--- src/hdl/fetch_settings.svh ---
////////////////////
// fetch front end build constants.
// boot address, instruction ROM size and ROM response latency.
////////////////////

`ifndef FETCH_SETTINGS_SVH
`define FETCH_SETTINGS_SVH

// program counter value after reset, must be word aligned.
`define FETCH_BOOT_ADDR 32'h0000_0100

// ROM word-address width, 8 bits gives 256 words.
`define FETCH_ROM_AW 8

// cycles from a sampled req to a raised ack, at least 1.
`define FETCH_ROM_LAT 2

`endif

--- src/hdl/fetch_pkg.sv ---
////////////////////
// fetch front end types.
// opcode classes, controller states and the bundles between blocks.
////////////////////

package fetch_pkg;

    // opcode classes, encoded with the RV32I major opcode so a compare is direct.
    typedef enum logic [6:0] {
        op_other  = 7'b0000000, // anything that does not change the flow.
        op_branch = 7'b1100011, // conditional branch, B-type.
        op_jal    = 7'b1101111, // jump and link, J-type.
        op_jalr   = 7'b1100111  // register jump, target only known in execute.
    } inst_op_e;

    // fetch controller states.
    typedef enum logic [2:0] {
        st_idle,    // out of reset, first read goes out next edge.
        st_req,     // req is high, waiting for ack.
        st_release, // req dropped, waiting for ack to fall.
        st_hold,    // bus idle, output buffer still full.
        st_stop     // jalr seen, no fetch until a redirect.
    } fetch_state_e;

    // one instruction handed to the consumer.
    typedef struct packed {
        logic [31:0] pc;         // address the word was read from.
        logic [31:0] inst;       // raw instruction word.
        logic        pred_taken; // backward branch or jal.
    } fetch_bundle_t;

    // static prediction for the word on the memory data bus.
    typedef struct packed {
        inst_op_e    op;     // opcode class.
        logic        take;   // follow target instead of pc + 4.
        logic        stop;   // jalr, stall until execute answers.
        logic [31:0] target; // pc plus the B or J immediate.
    } predecode_t;

    // flow change from execute, en is a single-cycle pulse.
    typedef struct packed {
        logic        en;
        logic [31:0] pc;
    } redirect_t;

endpackage

--- src/hdl/branch_predecode.sv ---
////////////////////
// static branch predecoder.
// classifies a fetched word and forms its predicted next address.
////////////////////

`timescale 1ns/10ps

module branch_predecode import fetch_pkg::*; (
    input  logic [31:0] pc,   // address of the word being decoded.
    input  logic [31:0] inst, // word straight off the memory bus.
    output predecode_t  pd    // prediction, valid in the same cycle.
);

    inst_op_e    op;    // opcode class of inst.
    logic [31:0] b_imm; // sign extended B-type offset.
    logic [31:0] j_imm; // sign extended J-type offset.
    logic [31:0] imm;   // offset picked by class.

    ////////////////////
    // opcode class
    ////////////////////

    // only the major opcode matters here, funct3 is left to decode.
    always_comb begin
        case (inst[6:0])
            op_branch: op = op_branch;
            op_jal:    op = op_jal;
            op_jalr:   op = op_jalr;
            default:   op = op_other;
        endcase
    end

    ////////////////////
    // immediates
    ////////////////////

    // B-type keeps imm[12|10:5] in the top bits and imm[4:1|11] next to rd.
    assign b_imm = {{20{inst[31]}}, inst[7], inst[30:25], inst[11:8], 1'b0};

    // J-type scatters imm[20|10:1|11|19:12] over the upper twenty bits.
    assign j_imm = {{12{inst[31]}}, inst[19:12], inst[20], inst[30:21], 1'b0};

    assign imm = (op == op_jal) ? j_imm : b_imm; // jalr and others ignore it.

    ////////////////////
    // prediction
    ////////////////////

    always_comb begin
        pd.op     = op;
        pd.target = pc + imm; // meaningful for branches and jal only.

        // a backward branch is usually a loop, so it is taken.
        // inst[31] is the immediate sign bit for both B and J formats.
        pd.take = (op == op_jal) || ((op == op_branch) && inst[31]);

        // the jalr target depends on a register value.
        // fetch has to wait for execute to send it.
        pd.stop = (op == op_jalr);
    end

endmodule

--- config.mk ---
export PLATFORM = sky130hd
export DESIGN_NAME = branch_predecode
export DESIGN_NICKNAME = d
export VERILOG_FILES = /design/src/hdl/fetch_settings.svh /design/src/hdl/fetch_pkg.sv /design/src/hdl/branch_predecode.sv
export SDC_FILE = /design/constraint.sdc
export NUM_CORES = 1
export LEC_CHECK = 0
export CAP_MARGIN = 20
export CORE_MARGIN = 5
export CORE_UTILIZATION = 33
export DETAILED_ROUTE_END_ITERATION = 12
export DONT_BUFFER_PORTS = 1
export GPL_ROUTABILITY_DRIVEN = 0
export PLACE_DENSITY_LB_ADDON = 0.08
export SYNTH_ARGS = -nofsm -noshare
export SYNTH_HDL_FRONTEND = slang
export SYNTH_SLANG_ARGS = --single-unit
--- constraint.sdc ---
create_clock -name vclk -period 4.4
set_input_delay 0.22 -clock vclk [all_inputs]
set_output_delay 0.22 -clock vclk [all_outputs]
set_load 0.05 [all_outputs]
==> flow_metrics.env <==
export IMPL_status="finished, final reports clean"
export IMPL_drc_errors=0
export IMPL_routed_via_density=5.527
export IMPL_antenna_found_initial=0
export IMPL_core_um2=5886
export IMPL_place_hpwl_um=5243
export IMPL_met1Wirelength_um=2709
export IMPL_n_antenna_cell=0
export IMPL_final_nets=411
export IMPL_multi_input_area_um2=1983
export IMPL_synth_avg_cell_area_um2=6.886
export IMPL_stdcell_count=389
export IMPL_p_sw_share_pct=63.46
export IMPL_pin_count=105
export IMPL_path_max_fanout=14
export IMPL_fin_tns_setup_ns=0
export IMPL_slew_headroom_pct=63.63
export IMPL_rsz0062_at_grt="false"
export IMPL_drive_above_1_share_pct=18.79
export IMPL_fillers=630
export IMPL_synth_distinct_cells=58
export IMPL_io_buffers=0
export IMPL_vdd_drop_max_uv=158.4
export IMPL_worstHoldPathCells=0
export IMPL_nFlopsAndLatches=0
export IMPL_cap_violations=0
export IMPL_p_leak_uw=0.001166
export IMPL_synth_area_leaders="ha_1, nand2_1, xnor2_1"
export IMPL_p_per_area_nw_per_um2=273.1
export IMPL_grt_max_degree=15
export IMPL_hold_class="in2out"
export IMPL_ant_nets=0
export IMPL_wirelength_um=6014
export IMPL_power_frac_comb_pct=100.0
export IMPL_wl_met2_um=2842
export IMPL_first_pass_iters=4
export IMPL_critPathKind="in2out"
export IMPL_seqCellArea_um2=0
export IMPL_syn_inst=290
export IMPL_seqPwrFrac_pct=0
export IMPL_dp_slack_ns=0.5785
export IMPL_post_cts_buffers=0
export IMPL_area_growth_pct=25.44
export IMPL_cts_resized=0
export IMPL_die_w_um=87.79
export IMPL_period_needed_ns=3.801
export IMPL_grt_ovfl_total=0
export IMPL_cp_required_ns=4.18
export IMPL_grt_pass1_wl_um=9887
export IMPL_die_area_um2=7707
export IMPL_dp_cells=389
export IMPL_syn_area_um2=1997
export IMPL_synth_nets=385
export IMPL_start_util_pct=33.93
export IMPL_cp_start_kind="primary input"
export IMPL_detail_route_iter0_violations=74
export IMPL_p_int_uw=249.9
export IMPL_crit_path_end_kind="primary output"
export IMPL_total_power_uw=684.0
export IMPL_synth_top_area_share_pct=18.80
export IMPL_wl_met3_um=462
export IMPL_ys_warn_count=0
export IMPL_final_cell_area_um2=2505
export IMPL_routedWlPerCell_um=15.46
export IMPL_hp_start="pc[0]"
export IMPL_grtUsageTotal_pct=15.22
export IMPL_hold_violations=0
export IMPL_finalSetupViolCount=0
export IMPL_fmax_ghz=0.2631
export IMPL_p_clk_share_pct=0
export IMPL_highest_layer="met3"
export IMPL_ys_seq_area_share_pct=0
export IMPL_postCtsHoldBufs=0
export IMPL_tightest_slew_ns=0.5456
export IMPL_clock_buffers=0
export IMPL_num_rows=28
export IMPL_holdPathEnd="pd[0]"
export IMPL_crit_start="inst[5]"
export IMPL_dpl_cell_area_um2=2505
export IMPL_switchingPower_uw=434.1
export IMPL_setup_slack_ns=0.5986
export IMPL_cp_data_arrival_time_ns=3.58
export IMPL_slew_violations=0
export IMPL_yosys_area_top_type="ha_1"
export IMPL_grt_pass1_vias=2088
export IMPL_dr_total_vias=2150
export IMPL_layout_worst_path_cycle_share_pct=86.39
export IMPL_die_h_um=87.79
-- power by group through the flow --
stage / sequential, uW / clock [uW] / combinational [uW]
floorplan: 0 / 0 / 490
global placement: 0 / 0 / 686
detailed placement: 0 / 0 / 687
finish: 0 / 0 / 684
global route: 0 / 0 / 731
CTS: 0 / 0 / 689
-- placed cells by master (no fill, tap or decap), types with 3 or more instances in the layout --
cell / instances
o21ai_1: 4
inv_1: 12
xnor2_2: 4
a21o_1: 11
nand3_1: 7
and2_1: 4
xor2_1: 7
o31ai_1: 3
buf_12: 8
and3_1: 6
nand4_1: 4
o21bai_1: 6
or3_1: 3
o21a_1: 3
ha_1: 30
nor2b_1: 4
a21oi_1: 25
nor3_1: 6
nor2_1: 16
o21ai_0: 9
a211oi_1: 4
xnor2_1: 13
a2111oi_0: 4
buf_4: 26
xor2_2: 3
and4_1: 3
nand2_1: 50
o31a_1: 3
-- final cells by class --
class | instances | area share (%)
inverters | 12 | 1.798
multi-input cells | 267 | 79.17
well taps | 75 | 3.746
repair buffers | 35 | 15.28
-- Yosys cell counts, types with 2 or more instances --
master / instances
nand2_1: 50
ha_1: 30
a21oi_1: 25
xnor2_1: 17
nor2_1: 16
inv_1: 12
a21o_1: 11
xor2_1: 10
o21ai_0: 9
nand3_1: 7
nor3_1: 7
and3_1: 6
o21bai_1: 6
a211oi_1: 5
buf_4: 5
a2111oi_0: 4
and2_1: 4
nand4_1: 4
nor2b_1: 4
o21ai_1: 4
and4_1: 3
buf_2: 3
o21a_1: 3
o31a_1: 3
o31ai_1: 3
or3_1: 3
a21oi_2: 2
clkbuf_1: 2
nand3_2: 2
o221ai_1: 2
-- worst max-delay path by stage --
stage | endpoint | slack, ns | cells after the start
3_3_place_gp | pd[26] | 0.64 | 15
5_1_grt | pd[23] | 0.17 | 17
4_1_cts | pd[23] | 0.56 | 17
6_report | pd[23] | 0.60 | 17
3_5_place_dp | pd[28] | 0.58 | 15
2_1_floorplan | pd[23] | 0.29 | 17
-- cells by family after synthesis --
kind of cell               count (synthesis)  share of synthesized area (%)
and+or+nand+nor                          114                          28.20
AOI/OAI and AO/OA                         93                          34.02
adders and majority gates                 31                          19.80
muxes                                      1                         0.5013
xor gates and xnor gates                  27                          11.84
other                                      1                         0.1878
buffers and inverters                     23                          5.451
-- critical path, cell delays in order --
cell and delay (ns):
nand4_1 0.26, nor3_4 0.22, nand2_1 0.18, inv_1 0.36, nand2_1 0.10, nand2_1 0.07, ha_1 0.18, inv_1 0.06
fa_1 0.39, nor2b_1 0.16, o31a_1 0.23, o211ai_2 0.13, nand3_2 0.14, a221oi_4 0.10, o31ai_1 0.39, xor2_2 0.22
buf_12 0.16
-- through the flow --
step                      util (%)  hold slack (ns)
after floorplan                  -           0.5048
after global placement       42.56           0.4406
after detailed placement     42.56           0.4406
after CTS                    42.56           0.4406
after global routing         42.56           0.4401
final                        42.56           0.4400
-- metal layers --
layer	vias to the layer above	track usage, %
li1	1113	-
met1	972	21.04
met2	65	26.71
met3	0	2.070
met4	0	0
met5	-	0
No activity file was read; power rests on OpenSTA's default activity.
