### config.mk
export PLATFORM = sky130hd
export DESIGN_NAME = fetch_ctrl
export DESIGN_NICKNAME = d
export VERILOG_FILES = /design/src/hdl/fetch_pkg.sv /design/src/hdl/fetch_ctrl.sv
export VERILOG_INCLUDE_DIRS = /design/src /design/src/hdl
export SDC_FILE = /design/constraint.sdc
export NUM_CORES = 1
export LEC_CHECK = 0
export ABC_AREA = 0
export BUFFER_PORTS_ARGS = -buffer_cell sky130_fd_sc_hd__buf_2
export CAP_MARGIN = 40
export CORE_ASPECT_RATIO = 1.2
export CORE_UTILIZATION = 49
export DETAILED_ROUTE_END_ITERATION = 7
export PLACE_DENSITY = 0.84
export SLEW_MARGIN = 20
export SYNTH_ARGS = -nofsm -noshare
export SYNTH_HDL_FRONTEND = slang
export SYNTH_SLANG_ARGS = --single-unit
### constraint.sdc
create_clock -name clk -period 4.3 [get_ports clk]
set_clock_uncertainty 0.05 [all_clocks]
set_input_delay 0.215 -clock clk [delete_from_list [all_inputs] [get_ports clk]]
set_output_delay 0.215 -clock clk [all_outputs]
set_load 0.005 [all_outputs]
### src/hdl/fetch_settings.svh
////////////////////
// fetch front end build constants.
// boot address, instruction ROM size and ROM response latency.
////////////////////

`ifndef FETCH_SETTINGS_SVH
`define FETCH_SETTINGS_SVH

// program counter value after reset, must be word aligned.
`define FETCH_BOOT_ADDR 32'h0000_0100

// ROM word-address width, 8 bits gives 256 words.
`define FETCH_ROM_AW 8

// cycles from a sampled req to a raised ack, at least 1.
`define FETCH_ROM_LAT 2

`endif

### src/hdl/fetch_pkg.sv
////////////////////
// fetch front end types.
// opcode classes, controller states and the bundles between blocks.
////////////////////

package fetch_pkg;

    // opcode classes, encoded with the RV32I major opcode so a compare is direct.
    typedef enum logic [6:0] {
        op_other  = 7'b0000000, // anything that does not change the flow.
        op_branch = 7'b1100011, // conditional branch, B-type.
        op_jal    = 7'b1101111, // jump and link, J-type.
        op_jalr   = 7'b1100111  // register jump, target only known in execute.
    } inst_op_e;

    // fetch controller states.
    typedef enum logic [2:0] {
        st_idle,    // out of reset, first read goes out next edge.
        st_req,     // req is high, waiting for ack.
        st_release, // req dropped, waiting for ack to fall.
        st_hold,    // bus idle, output buffer still full.
        st_stop     // jalr seen, no fetch until a redirect.
    } fetch_state_e;

    // one instruction handed to the consumer.
    typedef struct packed {
        logic [31:0] pc;         // address the word was read from.
        logic [31:0] inst;       // raw instruction word.
        logic        pred_taken; // backward branch or jal.
    } fetch_bundle_t;

    // static prediction for the word on the memory data bus.
    typedef struct packed {
        inst_op_e    op;     // opcode class.
        logic        take;   // follow target instead of pc + 4.
        logic        stop;   // jalr, stall until execute answers.
        logic [31:0] target; // pc plus the B or J immediate.
    } predecode_t;

    // flow change from execute, en is a single-cycle pulse.
    typedef struct packed {
        logic        en;
        logic [31:0] pc;
    } redirect_t;

endpackage

### src/hdl/fetch_ctrl.sv
////////////////////
// fetch controller.
// pc, four-phase memory master, one-entry output buffer and redirects.
////////////////////

`timescale 1ns/10ps

`include "fetch_settings.svh"

module fetch_ctrl import fetch_pkg::*; (
    input  logic          clk,
    input  logic          rst,
    output logic          mem_req,    // four-phase request to the ROM.
    output logic [31:0]   mem_addr,   // stable while mem_req is high.
    input  logic          mem_ack,
    input  logic [31:0]   mem_data,   // valid while mem_ack is high.
    output logic [31:0]   pd_pc,      // word address to the predecoder.
    output logic [31:0]   pd_inst,    // word to the predecoder.
    input  predecode_t    pd,
    input  redirect_t     redirect,   // single-cycle flow change from execute.
    output logic          out_valid,
    output fetch_bundle_t out_bundle,
    input  logic          out_ready
);

    fetch_state_e state;     // controller state.
    logic [31:0]  pc;        // address of the next read to launch.
    logic         discard;   // open read was overtaken by a redirect.
    logic         buf_free;  // output buffer can take a new word soon.
    logic         launch;    // raise req this edge.
    logic         ack_use;   // returning word goes to the consumer.
    logic [31:0]  launch_pc; // address of a read started this edge.
    logic [31:0]  next_pc;   // predicted address after the returning word.

    ////////////////////
    // datapath helpers
    ////////////////////

    assign pd_pc   = mem_addr; // the open read's address is the word's pc.
    assign pd_inst = mem_data;

    // a redirect empties the buffer at this edge, so it counts as free.
    assign buf_free  = !out_valid || out_ready || redirect.en;
    assign launch_pc = redirect.en ? redirect.pc : pc;
    assign next_pc   = pd.take ? pd.target : mem_addr + 32'd4;

    // a word is kept only if no redirect touched its read.
    assign ack_use = (state == st_req) && mem_ack && !discard && !redirect.en;

    // a new read needs ack low first and somewhere for the word to go.
    always_comb begin
        case (state)
            st_idle:             launch = 1'b1; // ack and buffer are clear after reset.
            st_release, st_hold: launch = !mem_ack && buf_free;
            st_stop:             launch = redirect.en && !mem_ack;
            default:             launch = 1'b0;
        endcase
    end

    ////////////////////
    // state machine
    ////////////////////

    always_ff @(posedge clk or negedge rst) begin
        if (!rst) begin
            state   <= st_idle;
            mem_req <= 1'b0;
            pc      <= `FETCH_BOOT_ADDR;
            discard <= 1'b0;
        end else begin
            case (state)
                st_req: begin
                    if (mem_ack) begin
                        mem_req <= 1'b0; // second phase, let go of the bus.
                        discard <= 1'b0;
                        if (redirect.en) begin
                            pc <= redirect.pc;
                        end else if (!discard) begin
                            pc <= next_pc; // a discarded read keeps the redirect pc.
                        end
                        state <= (ack_use && pd.stop) ? st_stop : st_release;
                    end else if (redirect.en) begin
                        // the read cannot be aborted on the wire.
                        // its word is dropped when ack comes back.
                        pc      <= redirect.pc;
                        discard <= 1'b1;
                    end
                end
                st_release, st_hold, st_stop: begin
                    if (launch) begin
                        mem_req <= 1'b1;
                        pc      <= launch_pc;
                        state   <= st_req;
                    end else begin
                        if (redirect.en) begin
                            pc <= redirect.pc;
                        end
                        if (state == st_stop) begin
                            if (redirect.en) begin
                                state <= st_release; // ack still high, wait it out.
                            end
                        end else if (!mem_ack) begin
                            state <= st_hold; // bus is idle, consumer is not.
                        end
                    end
                end
                default: begin // st_idle
                    mem_req <= 1'b1;
                    pc      <= launch_pc;
                    state   <= st_req;
                end
            endcase
        end
    end

    ////////////////////
    // output buffer
    ////////////////////

    // a redirect wins over a handshake at the same edge.
    // the consumer must not count a bundle on that edge.
    always_ff @(posedge clk or negedge rst) begin
        if (!rst) begin
            out_valid <= 1'b0;
        end else if (redirect.en) begin
            out_valid <= 1'b0;
        end else if (ack_use) begin
            out_valid <= 1'b1; // the buffer is always empty when ack returns.
        end else if (out_valid && out_ready) begin
            out_valid <= 1'b0;
        end
    end

    // the read address is latched when a read is launched.
    // the bundle is captured from the word that comes back.
    always_ff @(posedge clk) begin
        if (launch) begin
            mem_addr <= launch_pc;
        end
        if (ack_use) begin
            out_bundle.pc         <= mem_addr;
            out_bundle.inst       <= mem_data;
            out_bundle.pred_taken <= pd.take;
        end
    end

endmodule

==> impl_results.md <==
* Number of buffers added on ports at 265
* Nets at 932
* Total gr overflow at 0
* Pleak at 3.72 nW
* Die Y at 129 µm
* Initial antenna violation count at 1
* CP Buf/Inv Count at 1
* DP Worst Slack at 2.05 ns
* Post-synth EDFFs at 97
* Vias in the first global route at 4996
* Post-CTS resize count at 0
* Commonest non-fill, non-tap cells in the layout: 265 x buf_2, 97 x edfxtp_1, 51 x nand2_1
* Chip width at 108 µm
* DP Wirelength at 12300 µm
* Critical Path RT at 4.36 ns
* Vias at 5306
* GRT Overall Usage at 25.5%
* Post-CTS Setup Inserts at 0
* DP Cell Count at 926
* Max stage delay cell, worst path: dfrtp_1
* Starting Density at 50.0%
* Post-synthesis cell count at 575
* I/O pins at 273
* Critical Path Sink Type: flop
* Most common cell after layout, fill and taps aside: buf_2
* Crit path time final at 2.26 ns
* Clock root buffer master: clkbuf_16
* TritonRoute pass-1 iters at 4
* Final Max Tran Viols at 0
* Yosys reg bits at 135
* Max_slew headroom at 40.4%
* Asr flop ratio synth at 28.1%
* Layout Cells excl Fill at 1002
* Setup TNS at 0 ns
* Core area at 13200 µm²
* P&R area growth vs syn at 32.1%
* CP Max Fanout at 32
* Critical path's top delay family: simple AND/OR/NAND/NOR gates
* CP Cell Sequence: or3b_2, a21oi_1, nor2_1, o21ai_0, o31ai_4, buf_4
* Synthesized area at 6600 µm²
* Type of origin of the critical path: flop
* Fin. Hold Viols at 0
* Critical Path Max Stage Delay at 0.58 ns
* DRC at 0
* Critical Path AT at 2.33 ns
* H-tree lvl count at 4
* Post-cts hold buffer count at 43
* RePlAce Congestion at 0.838
* Period utilisation layout at 52.6%
* Syn nets at 686
* Num CTS Buffers at 17
* DR vias/cell at 5.30
* Clock tree buffer depth at 2
* Syn. warnings at 0
* Later-pin clock latency in the skew report at 0.41 ns
* Ys flop type: edfxtp_1
* Site Rows at 46
* CTS sink count at 135
* Share of cells above drive strength 1 at 39.7%
* Crit path kind: reg -> reg
* CTS tree: done
* Max-cap violations at 0
* DR iter-0 viols at 321
* Synth unique cells at 57
* Die area at 13900 µm²
* Final setup fails at 0
* Status: finished, final reports clean
* Worst hold path type: in -> reg
* Routed WL per cell at 17.7 µm
* Seq/Total Area, Yosys at 58.6%
* DP Area at 7650 µm²
* Peak VDD IR at 0.234 mV
* CTS clk-pin slew, worst paths at 0.06 ns
* Largest net degree at the start of global routing at 72
* Syn avg cell area at 11.5 µm²
* Final non-filler cell area at 8710 µm²
* Routed wire length at 17700 µm
* FMAX at 442 MHz
* Measured slew at the worst slew-check pin at 0.891 ns
* RSZ-0062 raised after global routing: no
* Routed Antenna Nets at 0
* First-pass GRT wire length at 26300 µm
* PD cells at 450 nW/µm²
* Final WS setup at 2.04 ns
-- synth_stat cells (2+ instances only) --
cell | number | area [µm²]
mux2_2 | 10 | 113
or3_1 | 3 | 18.8
xnor2_1 | 8 | 70.1
a21oi_1 | 17 | 85.1
inv_1 | 31 | 116
o221ai_1 | 6 | 52.6
nor3_2 | 2 | 20.0
o31a_1 | 2 | 17.5
nand2_1 | 51 | 191
a32oi_1 | 6 | 52.6
buf_2 | 11 | 55.1
nor4_1 | 2 | 12.5
nand4_1 | 11 | 68.8
xor2_1 | 14 | 123
nor2b_1 | 6 | 37.5
nor2_1 | 33 | 124
mux2i_1 | 3 | 30.0
a31oi_1 | 6 | 37.5
buf_4 | 65 | 488
and2_1 | 2 | 12.5
a22oi_1 | 6 | 45.0
o22ai_1 | 3 | 18.8
a31o_2 | 2 | 17.5
nand2b_1 | 8 | 50.1
nor4_4 | 2 | 42.5
a21o_1 | 6 | 45.0
edfxtp_1 | 97 | 2910
and4b_1 | 2 | 20.0
buf_1 | 5 | 18.8
o21ai_0 | 47 | 235
nor3_1 | 3 | 15.0
nand3_1 | 15 | 75.1
and4_1 | 2 | 17.5
clkbuf_1 | 8 | 30.0
a41oi_1 | 2 | 17.5
o211ai_1 | 9 | 67.6
dfrtp_1 | 37 | 926
o31ai_1 | 6 | 45.0
and3_1 | 8 | 50.1
-- power by group --
group / internal, mW / switching, mW / leakage, nW
registers: 1.59 / 0.153 / 1.36
logic: 0.300 / 0.356 / 2.06
clock network: 0.973 / 0.558 / 0.303
total: 2.86 / 1.07 / 3.72
-- metal layers --
layer | global-route usage, % | share of wire [%] | routed length [µm] | vias up
met1 | 29.4 | 39 | 6850 | 2524
met2 | 44.1 | 52 | 9220 | 233
li1 | - | - | - | 2515
met4 | 11.4 | 2.3 | 412 | 0
met3 | 7.19 | 7.0 | 1240 | 34
met5 | 0 | 0 | 0 | -
-- tightest hold or removal path: stages --
cell and delay (ns):
buf_2 0.07, nand2_1 0.05, o21ai_0 0.09
-- kinds of logic (layout without fill, tap and decap cells) --
family | count (synthesis) | in the layout | share of synthesized area [%]
AND/OR/NAND/NOR | 158 | 158 | 12.9
multiplexers | 14 | 14 | 2.33
adder cells (fa/ha/maj) | 1 | 1 | 0.190
buffers and inverters | 120 | 378 | 10.7
other | 0 | 1 | 0
AO/OA/AOI/OAI | 125 | 125 | 12.3
flip-flops | 135 | 135 | 58.6
XOR/XNOR | 22 | 22 | 2.92
-- through the flow --
stage	total power, mW	hold slack [ns]	utilization, %
4_1_cts	3.94	0.00230	66.0
5_1_grt	4.10	0.0133	66.1
6_report	3.93	0.00319	66.1
2_1_floorplan	2.14	-0.131	-
3_3_place_gp	2.36	0.354	57.8
3_5_place_dp	2.38	0.163	58.0
-- layout make-up --
cell class | count | area, µm²
Timing Repair Buffer | 316 | 1850
Multi-Input combinational cell | 320 | 2040
Inverter | 31 | 116
Clock buffer | 17 | 425
Clock inverter | 14 | 200
Sequential cell | 135 | 3860
Fill cell | 995 | 4470
Tap cell | 168 | 210
Antenna cell | 1 | 2.50
-- flip-flops by register name (all words and copies together), names as in the netlist --
| name | flops |
|---|---|
| state | 3 |
| discard | 1 |
| pc | 32 |
| mem_addr | 32 |
| mem_req | 1 |
| out_bundle | 65 |
| out_valid | 1 |
-- path summary, 6_finish.rpt --
| kind | from | endpoint | slack (ns) | cells after the start |
|---|---|---|---|---|
| max | state[2] | mem_addr[12] | 2.04 | 6 |
| min | redirect[3] | pc[3] | 0.003 | 3 |
| max reg2reg | state[2] | mem_addr[12] | 2.04 | 6 |
| min reg2reg | mem_addr[1] | out_bundle[34] | 0.45 | 0 |
| max in group asynchronous | rst | pc[8] | 3.36 | 3 |
| min in group asynchronous | rst | pc[26] | 0.27 | 2 |
(Power assumes the default switching activity.)
